[src/hw/port_router_pkg.sv]
/* Echo router shared definitions */

`default_nettype none

package port_router_pkg;

    //////////////////////////////////////////////////////////////////////
    // Port layout and sizing

    // 8-bit ports own the low port numbers, 32-bit ports follow
    localparam int NUM_8B_PORTS  = 2;
    localparam int NUM_32B_PORTS = 2;
    localparam int NUM_PORTS     = NUM_8B_PORTS + NUM_32B_PORTS;

    localparam int BEAT_FIFO_DEPTH  = 16;
    localparam int FIFO_PTR_WIDTH   = $clog2(BEAT_FIFO_DEPTH);
    localparam int FIFO_LEVEL_WIDTH = $clog2(BEAT_FIFO_DEPTH + 1);

    localparam int PKT_CNT_WIDTH = 16;

    //////////////////////////////////////////////////////////////////////
    // Beat and status types

    typedef struct packed {
        logic [7:0] tdata;
        logic       tlast;
    } beat_8b_t;

    typedef struct packed {
        logic [31:0] tdata;
        logic [3:0]  tkeep;
        logic        tlast;
    } beat_32b_t;

    typedef struct packed {
        logic [PKT_CNT_WIDTH-1:0] ing_pkt_cnt;
        logic [PKT_CNT_WIDTH-1:0] egr_pkt_cnt;
        logic                     overflow;
    } port_status_t;

endpackage

`default_nettype wire

[src/hw/packet_counter.sv]
/* Saturating packet counter */

`default_nettype none
`timescale 1ns/1ps

module packet_counter
    import port_router_pkg::*;
(
    input  logic                     phys_port_clk_ifc,
    input  logic                     rst_n,
    input  logic                     last_seen,
    input  logic                     clear,
    output logic [PKT_CNT_WIDTH-1:0] count
);

    logic at_max;

    assign at_max = &count;

    always_ff @(posedge phys_port_clk_ifc or negedge rst_n) begin
        if (!rst_n) begin
            count <= '0;
        end else if (clear) begin
            // A last beat on the clear edge is lost
            count <= '0;
        end else if (last_seen && !at_max) begin
            count <= count + PKT_CNT_WIDTH'(1);
        end
    end

    //////////////////////////////////////////////////////////////////////
    // Checks

    a_monotonic: assert property (
        @(posedge phys_port_clk_ifc) disable iff (!rst_n)
        !clear |=> count >= $past(count)
    );

endmodule

`default_nettype wire

[src/hw/beat_fifo.sv]
/* Show-ahead beat buffer */

`default_nettype none
`timescale 1ns/1ps

module beat_fifo
    import port_router_pkg::*;
#(
    parameter type BEAT_T = beat_8b_t
) (
    input  logic  phys_port_clk_ifc,
    input  logic  rst_n,
    input  logic  wr_valid,
    input  BEAT_T wr_beat,
    input  logic  rd_ready,
    input  logic  clear,
    output logic  rd_valid,
    output BEAT_T rd_beat,
    output logic  overflow
);

    BEAT_T                       mem [BEAT_FIFO_DEPTH];
    logic [FIFO_PTR_WIDTH-1:0]   wr_ptr;
    logic [FIFO_PTR_WIDTH-1:0]   rd_ptr;
    logic [FIFO_LEVEL_WIDTH-1:0] count;
    logic                        full;
    logic                        do_wr;
    logic                        do_rd;

    assign full     = (count == FIFO_LEVEL_WIDTH'(BEAT_FIFO_DEPTH));
    assign do_wr    = wr_valid && !full;
    assign do_rd    = rd_valid && rd_ready;

    // Head entry is visible as soon as it is written
    assign rd_valid = (count != '0);
    assign rd_beat  = mem[rd_ptr];

    always_ff @(posedge phys_port_clk_ifc) begin
        if (do_wr) begin
            mem[wr_ptr] <= wr_beat;
        end
    end

    always_ff @(posedge phys_port_clk_ifc or negedge rst_n) begin
        if (!rst_n) begin
            wr_ptr <= '0;
            rd_ptr <= '0;
            count  <= '0;
        end else begin
            if (do_wr) begin
                wr_ptr <= (wr_ptr == FIFO_PTR_WIDTH'(BEAT_FIFO_DEPTH - 1)) ?
                          '0 : wr_ptr + FIFO_PTR_WIDTH'(1);
            end
            if (do_rd) begin
                rd_ptr <= (rd_ptr == FIFO_PTR_WIDTH'(BEAT_FIFO_DEPTH - 1)) ?
                          '0 : rd_ptr + FIFO_PTR_WIDTH'(1);
            end
            case ({do_wr, do_rd})
                2'b10:   count <= count + FIFO_LEVEL_WIDTH'(1);
                2'b01:   count <= count - FIFO_LEVEL_WIDTH'(1);
                default: count <= count;
            endcase
        end
    end

    // Sticky drop flag, clear wins over a same-cycle drop
    always_ff @(posedge phys_port_clk_ifc or negedge rst_n) begin
        if (!rst_n) begin
            overflow <= 1'b0;
        end else if (clear) begin
            overflow <= 1'b0;
        end else if (wr_valid && full) begin
            overflow <= 1'b1;
        end
    end

    //////////////////////////////////////////////////////////////////////
    // Checks

    a_count_bound: assert property (
        @(posedge phys_port_clk_ifc) disable iff (!rst_n)
        count <= FIFO_LEVEL_WIDTH'(BEAT_FIFO_DEPTH)
    );

    // Stalled head must hold until taken
    a_head_stable: assert property (
        @(posedge phys_port_clk_ifc) disable iff (!rst_n)
        rd_valid && !rd_ready |=> rd_valid && $stable(rd_beat)
    );

endmodule

`default_nettype wire

[src/hw/echo_port.sv]
/* Single physical echo port */

`default_nettype none
`timescale 1ns/1ps

module echo_port
    import port_router_pkg::*;
#(
    parameter type BEAT_T = beat_8b_t
) (
    input  logic         phys_port_clk_ifc,
    input  logic         rst_n,
    input  logic         ing_valid,
    input  BEAT_T        ing_beat,
    input  logic         enable,
    input  logic         cnt_clear,
    input  logic         egr_ready,
    output logic         egr_valid,
    output BEAT_T        egr_beat,
    output port_status_t status
);

    logic                        pkt_open;
    logic                        pkt_accept;
    logic                        beat_accept;
    logic                        wr_en;
    logic                        wr_ok;
    logic                        rd_ok;
    logic                        buf_full;
    logic [FIFO_LEVEL_WIDTH-1:0] level;
    logic                        ing_last_seen;
    logic                        egr_last_seen;
    logic                        overflow;
    logic [PKT_CNT_WIDTH-1:0]    ing_cnt;
    logic [PKT_CNT_WIDTH-1:0]    egr_cnt;

    //////////////////////////////////////////////////////////////////////
    // Enable sampled only on the first beat of a packet

    assign beat_accept = pkt_open ? pkt_accept : enable;
    assign wr_en       = ing_valid && beat_accept;

    always_ff @(posedge phys_port_clk_ifc or negedge rst_n) begin
        if (!rst_n) begin
            pkt_open   <= 1'b0;
            pkt_accept <= 1'b0;
        end else if (ing_valid) begin
            pkt_open   <= !ing_beat.tlast;
            pkt_accept <= beat_accept;
        end
    end

    // Local fill level mirrors the buffer so a dropped last is not counted
    assign buf_full = (level == FIFO_LEVEL_WIDTH'(BEAT_FIFO_DEPTH));
    assign wr_ok    = wr_en && !buf_full;
    assign rd_ok    = egr_valid && egr_ready;

    always_ff @(posedge phys_port_clk_ifc or negedge rst_n) begin
        if (!rst_n) begin
            level <= '0;
        end else begin
            case ({wr_ok, rd_ok})
                2'b10:   level <= level + FIFO_LEVEL_WIDTH'(1);
                2'b01:   level <= level - FIFO_LEVEL_WIDTH'(1);
                default: level <= level;
            endcase
        end
    end

    assign ing_last_seen = wr_ok && ing_beat.tlast;
    assign egr_last_seen = rd_ok && egr_beat.tlast;

    //////////////////////////////////////////////////////////////////////
    // Buffer and counters

    beat_fifo #(
        .BEAT_T ( BEAT_T )
    ) u_fifo (
        .phys_port_clk_ifc ( phys_port_clk_ifc ),
        .rst_n             ( rst_n             ),
        .wr_valid          ( wr_en             ),
        .wr_beat           ( ing_beat          ),
        .rd_ready          ( egr_ready         ),
        .clear             ( cnt_clear         ),
        .rd_valid          ( egr_valid         ),
        .rd_beat           ( egr_beat          ),
        .overflow          ( overflow          )
    );

    packet_counter u_ing_cnt (
        .phys_port_clk_ifc ( phys_port_clk_ifc ),
        .rst_n             ( rst_n             ),
        .last_seen         ( ing_last_seen     ),
        .clear             ( cnt_clear         ),
        .count             ( ing_cnt           )
    );

    packet_counter u_egr_cnt (
        .phys_port_clk_ifc ( phys_port_clk_ifc ),
        .rst_n             ( rst_n             ),
        .last_seen         ( egr_last_seen     ),
        .clear             ( cnt_clear         ),
        .count             ( egr_cnt           )
    );

    assign status.ing_pkt_cnt = ing_cnt;
    assign status.egr_pkt_cnt = egr_cnt;
    assign status.overflow    = overflow;

    // Mirrored level and buffer valid must agree
    a_level_tracks_fifo: assert property (
        @(posedge phys_port_clk_ifc) disable iff (!rst_n)
        (level != '0) == egr_valid
    );

endmodule

`default_nettype wire

[src/hw/port_router_top.sv]
/* Multi-width echo router top */

`default_nettype none
`timescale 1ns/1ps

module port_router_top
    import port_router_pkg::*;
(
    input  logic                     phys_port_clk_ifc,
    input  logic                     rst_n,

    // Ingress, no back-pressure
    input  beat_8b_t                 ing_8b        [NUM_8B_PORTS],
    input  logic [NUM_8B_PORTS-1:0]  ing_8b_valid,
    input  beat_32b_t                ing_32b       [NUM_32B_PORTS],
    input  logic [NUM_32B_PORTS-1:0] ing_32b_valid,

    // Control
    input  logic [NUM_PORTS-1:0]     port_enable,
    input  logic                     cnt_clear,

    // Egress
    input  logic [NUM_8B_PORTS-1:0]  egr_8b_ready,
    input  logic [NUM_32B_PORTS-1:0] egr_32b_ready,
    output beat_8b_t                 egr_8b        [NUM_8B_PORTS],
    output logic [NUM_8B_PORTS-1:0]  egr_8b_valid,
    output beat_32b_t                egr_32b       [NUM_32B_PORTS],
    output logic [NUM_32B_PORTS-1:0] egr_32b_valid,

    // Indexed by global port number
    output port_status_t             status        [NUM_PORTS]
);

    //////////////////////////////////////////////////////////////////////
    // 8-bit ports, global numbers 0 .. NUM_8B_PORTS-1

    for (genvar i = 0; i < NUM_8B_PORTS; i++) begin : g_port_8b
        echo_port #(
            .BEAT_T ( beat_8b_t )
        ) u_port (
            .phys_port_clk_ifc ( phys_port_clk_ifc ),
            .rst_n             ( rst_n             ),
            .ing_valid         ( ing_8b_valid[i]   ),
            .ing_beat          ( ing_8b[i]         ),
            .enable            ( port_enable[i]    ),
            .cnt_clear         ( cnt_clear         ),
            .egr_ready         ( egr_8b_ready[i]   ),
            .egr_valid         ( egr_8b_valid[i]   ),
            .egr_beat          ( egr_8b[i]         ),
            .status            ( status[i]         )
        );
    end

    //////////////////////////////////////////////////////////////////////
    // 32-bit ports, numbered after the 8-bit ones

    for (genvar j = 0; j < NUM_32B_PORTS; j++) begin : g_port_32b
        echo_port #(
            .BEAT_T ( beat_32b_t )
        ) u_port (
            .phys_port_clk_ifc ( phys_port_clk_ifc             ),
            .rst_n             ( rst_n                         ),
            .ing_valid         ( ing_32b_valid[j]              ),
            .ing_beat          ( ing_32b[j]                    ),
            .enable            ( port_enable[NUM_8B_PORTS + j] ),
            .cnt_clear         ( cnt_clear                     ),
            .egr_ready         ( egr_32b_ready[j]              ),
            .egr_valid         ( egr_32b_valid[j]              ),
            .egr_beat          ( egr_32b[j]                    ),
            .status            ( status[NUM_8B_PORTS + j]      )
        );
    end

endmodule

`default_nettype wire

[config.mk]
export PLATFORM = sky130hd
export DESIGN_NAME = port_router_top
export DESIGN_NICKNAME = d
export VERILOG_FILES = /design/src/hw/port_router_pkg.sv /design/src/hw/packet_counter.sv /design/src/hw/beat_fifo.sv /design/src/hw/echo_port.sv /design/src/hw/port_router_top.sv
export SDC_FILE = /design/constraint.sdc
export NUM_CORES = 2
export LEC_CHECK = 0
export BUFFER_PORTS_ARGS = -buffer_cell sky130_fd_sc_hd__buf_4
export CAP_MARGIN = 15
export CORE_MARGIN = 5
export CORE_UTILIZATION = 40
export DETAILED_ROUTE_END_ITERATION = 6
export GPL_TIMING_DRIVEN = 0
export RECOVER_POWER = 100
export SLEW_MARGIN = 40
export SYNTH_ARGS = -nofsm -noshare
export SYNTH_HDL_FRONTEND = slang
export SYNTH_SLANG_ARGS = --single-unit
[constraint.sdc]
create_clock -name phys_port_clk_ifc -period 6.7 [get_ports phys_port_clk_ifc]
set_clock_uncertainty 0.05 [all_clocks]
set_input_delay 0.67 -clock phys_port_clk_ifc [delete_from_list [all_inputs] [get_ports phys_port_clk_ifc]]
set_output_delay 0.67 -clock phys_port_clk_ifc [all_outputs]
set_load 0.05 [all_outputs]
==> impl_metrics.ini <==
[pwr]
p_total_mw = 32.95
p_sw_mw = 12.06
seq_power_share_pct = 37.5
comb_power_share_pct = 34.3
switching_share_pct = 36.59
clock_power_share_pct = 28.2
ir_drop_uv = 398.9
power.internal_mw = 20.89
powerDensity_mw_per_mm2 = 418.8
leakagePower_nw = 26.59

[placed_design]
place_area_mm2 = 0.07556
dp_slack_ns = 2.662
gp_congestion = 0.8253
port_buffers = 333
hpwl_um = 121700

[timing]
setup_viol = 0
final.setup.worst_slack_ns = 1.304
final_hold_viol_count = 0
period_share_pct = 80.54
rsz0062_at_grt = false
slew_viol_final = 387
max_freq_ghz = 0.1853
fin_crit_ns = 5.396
slew-limit-headroom_pct = -116.8
worst_slew_pin_slew_ns = 3.252

[routing]
first_pass_iters = 5
vias = 38670
routedWlPerCell_um = 24.70
vias_per_cell = 5.446
ant_nets = 0
drt-initial-drc-count = 3269
wl_um = 175400
drcViolationCount = 0

[run_status]
status = complete, but fails checks
failed_checks = capacitance limit, slew limit

[worst_setup_path]
worst-path-max-fanout = 10
worstSetupEndpointType = primary output
required_ns = 5.98
critPathLaunchType = register
crit_type = reg2out
arrival_ns = 4.68

[logic_synthesis]
synth.distinct_cells = 79
syn_inst = 4002
ys_ff_latch = 1684
mappedNetlistNets = 4172
synthFlopType = edfxtp_1
syn_area_per_cell_um2 = 17.03
synth_area_mm2 = 0.06816
seq_area_frac_synth_pct = 72.64
yosys_warnings = 0
synth_edf_count = 1472
synthArstFlopShare_pct = 12.59

[clocking]
clockBufferDepth = 3
cts_resized = 0
insertion_delay_ns = 0.80
cts_root_buf = clkbuf_16
numCtsBuffers = 175
cts_tree = yes
htree_levels = 4
cts.clk_slew.worst_paths_ns = 0.06
clock_sinks = 1684

[worst_hold_path]
min-delay-path-class = in2reg

[floorplanning]
start_util_pct = 40.22
die_h_um = 422.8
fp.dieW_um = 422.8
io_pins = 335
core_area_mm2 = 0.1695
std_cell_rows = 151
die_area_mm2 = 0.1787

[layout]
drive_above_1_share_pct = 12.52
num-fill-cells = 14756
finalNetCount = 4895
seq_area_mm2 = 0.04951
multiInputGateArea_mm2 = 0.01752
layout_commonest_cell = edfxtp_1
area_delta_synth_final_pct = 15.46
fin_util_pct = 46.43
final_cell_mix = edfxtp_1, clkbuf_1, mux2i_1, nand2_1, dfrtp_1
stdcell_area_mm2 = 0.07869

[grt]
grt_pass1_vias = 38965
grt_pass1_wl_um = 258100
top_usage_layer = met2
grt_max_degree = 61
use_met3_pct = 3.007
grt_overflow = 0
grt_antenna_before_repair = 22
use_met1_pct = 25.11
grt_use_total_pct = 19.24
globalRouteMet2Util_pct = 32.67

[flow_run]
maxCapViolCount = 15
-- cell type report --
cell class | instances | share of cell area, %
plain buffers | 207 | 1.142
well taps | 2218 | 3.527
flip-flops and latches | 1684 | 62.91
multi-input cells | 2056 | 22.26
inverters | 55 | 0.2623
repair buffers | 546 | 2.911
clock buffers | 235 | 6.023
diodes | 11 | 0.03498
clock inverters | 89 | 0.9238
-- cell usage after synthesis (6+ instances only) --
cell type | number | area, um2
nand3_1 | 56 | 280.3
buf_4 | 11 | 82.58
xnor2_1 | 64 | 560.5
o41ai_1 | 6 | 52.55
inv_1 | 53 | 198.9
buf_2 | 45 | 225.2
nand2_1 | 213 | 799.5
nor4_1 | 22 | 137.6
buf_1 | 28 | 105.1
and2_1 | 30 | 187.7
nor3_1 | 39 | 195.2
a221oi_1 | 134 | 1174
dfrtp_1 | 212 | 5305
and4_1 | 17 | 148.9
o31ai_1 | 6 | 45.04
nor2b_1 | 22 | 137.6
or3_1 | 17 | 106.4
nand4_1 | 41 | 256.5
and3_1 | 19 | 118.9
nand2b_1 | 10 | 62.56
xor2_1 | 68 | 595.6
a21o_1 | 14 | 105.1
mux2i_1 | 340 | 3403
clkbuf_1 | 121 | 454.2
a31oi_1 | 6 | 37.54
a22oi_1 | 94 | 705.7
mux2_2 | 67 | 754.5
ha_1 | 59 | 738.2
a21oi_1 | 98 | 490.5
nor2_1 | 168 | 630.6
o21ai_0 | 182 | 910.9
edfxtp_1 | 1472 | 44200
o21a_1 | 6 | 45.04
mux4_2 | 184 | 4144
-- path summary, 6_finish.rpt --
path / start / endpoint / slack, ns / cells past startpoint
hold / removal: egr_8b_ready[1] / g_port_8b[1].u_port.u_fifo.rd_ptr[0] / 0.25 / 3
setup reg to reg: g_port_32b[0].u_port.u_fifo.count[1] / g_port_32b[0].u_port.u_fifo.mem[14][15] / 2.02 / 6
max in group asynchronous: rst_n / g_port_8b[0].u_port.u_fifo.wr_ptr[2] / 2.17 / 4
min in group asynchronous: rst_n / g_port_32b[0].u_port.u_ing_cnt.count[12] / 1.48 / 2
hold reg to reg: g_port_8b[1].u_port.level[4] / g_port_8b[1].u_port.level[4] / 0.41 / 1
setup / recovery: g_port_32b[1].u_port.u_fifo.rd_ptr[0] / egr_32b[36] / 1.30 / 9
-- metrics by stage --
step	hold slack (ns)	instances	TNS (ns)
after global routing	0.2086	7092	0
after detailed placement	0.4007	6761	0
after global placement	0.4051	6553	-1639.87
after CTS	0.04135	7090	0
after floorplan	0.3244	4002	0
final	0.2483	7101	0
-- cells by family after synthesis --
family	share of synthesized area (%)
XOR/XNOR	1.696
buffers and inverters	1.599
AO/OA/AOI/OAI	5.695
adder cells (fa/ha/maj)	1.201
AND/OR/NAND/NOR	4.881
multiplexers	12.29
flip-flops	72.64
-- layer usage --
metal	vias to the layer above	wire, um
li1	17340	-
met1	20032	72390
met2	1007	88470
met3	285	8472
met4	6	6014
met5	-	35
-- sequential cells by signal, summed over array words and instances, names as in the netlist, 8 cells and up --
name	count
g_port_8b.u_port.u_egr_cnt.count	32
g_port_32b.u_port.u_fifo.count	10
g_port_8b.u_port.u_ing_cnt.count	32
g_port_32b.u_port.level	10
g_port_8b.u_port.u_fifo.rd_ptr	8
g_port_32b.u_port.u_fifo.wr_ptr	8
g_port_32b.u_port.u_fifo.mem	1184
g_port_8b.u_port.level	10
g_port_8b.u_port.u_fifo.mem	288
g_port_32b.u_port.u_egr_cnt.count	32
g_port_32b.u_port.u_fifo.rd_ptr	8
g_port_8b.u_port.u_fifo.count	10
g_port_8b.u_port.u_fifo.wr_ptr	8
g_port_32b.u_port.u_ing_cnt.count	32
-- critical path: stages (launching register included) --
cell	delay, ns
dfrtp_1	0.36
clkbuf_1	0.35
buf_2	0.36
clkbuf_1	0.75
clkbuf_1	0.70
mux2i_1	0.16
a21oi_1	0.31
o21ai_0	0.14
nand2_1	0.11
clkbuf_1	0.67
-- repair_timing --
item,4_1_cts,5_1_grt
setup endpoints to repair,0,0
buffers inserted,0,0
hold endpoints to repair,57,0
hold buffers,5,0
-- power groups by stage --
stage | clock (mW) | combinational (mW) | sequential [mW]
4_1_cts | 9.50 | 12.0 | 12.4
3_3_place_gp | 0 | 11.7 | 12.6
6_report | 9.30 | 11.3 | 12.4
5_1_grt | 9.96 | 12.1 | 12.4
2_1_floorplan | 0 | 7.82 | 12.6
3_5_place_dp | 0 | 12.0 | 12.6
Note: power is estimated with default switching activity, not from simulation.
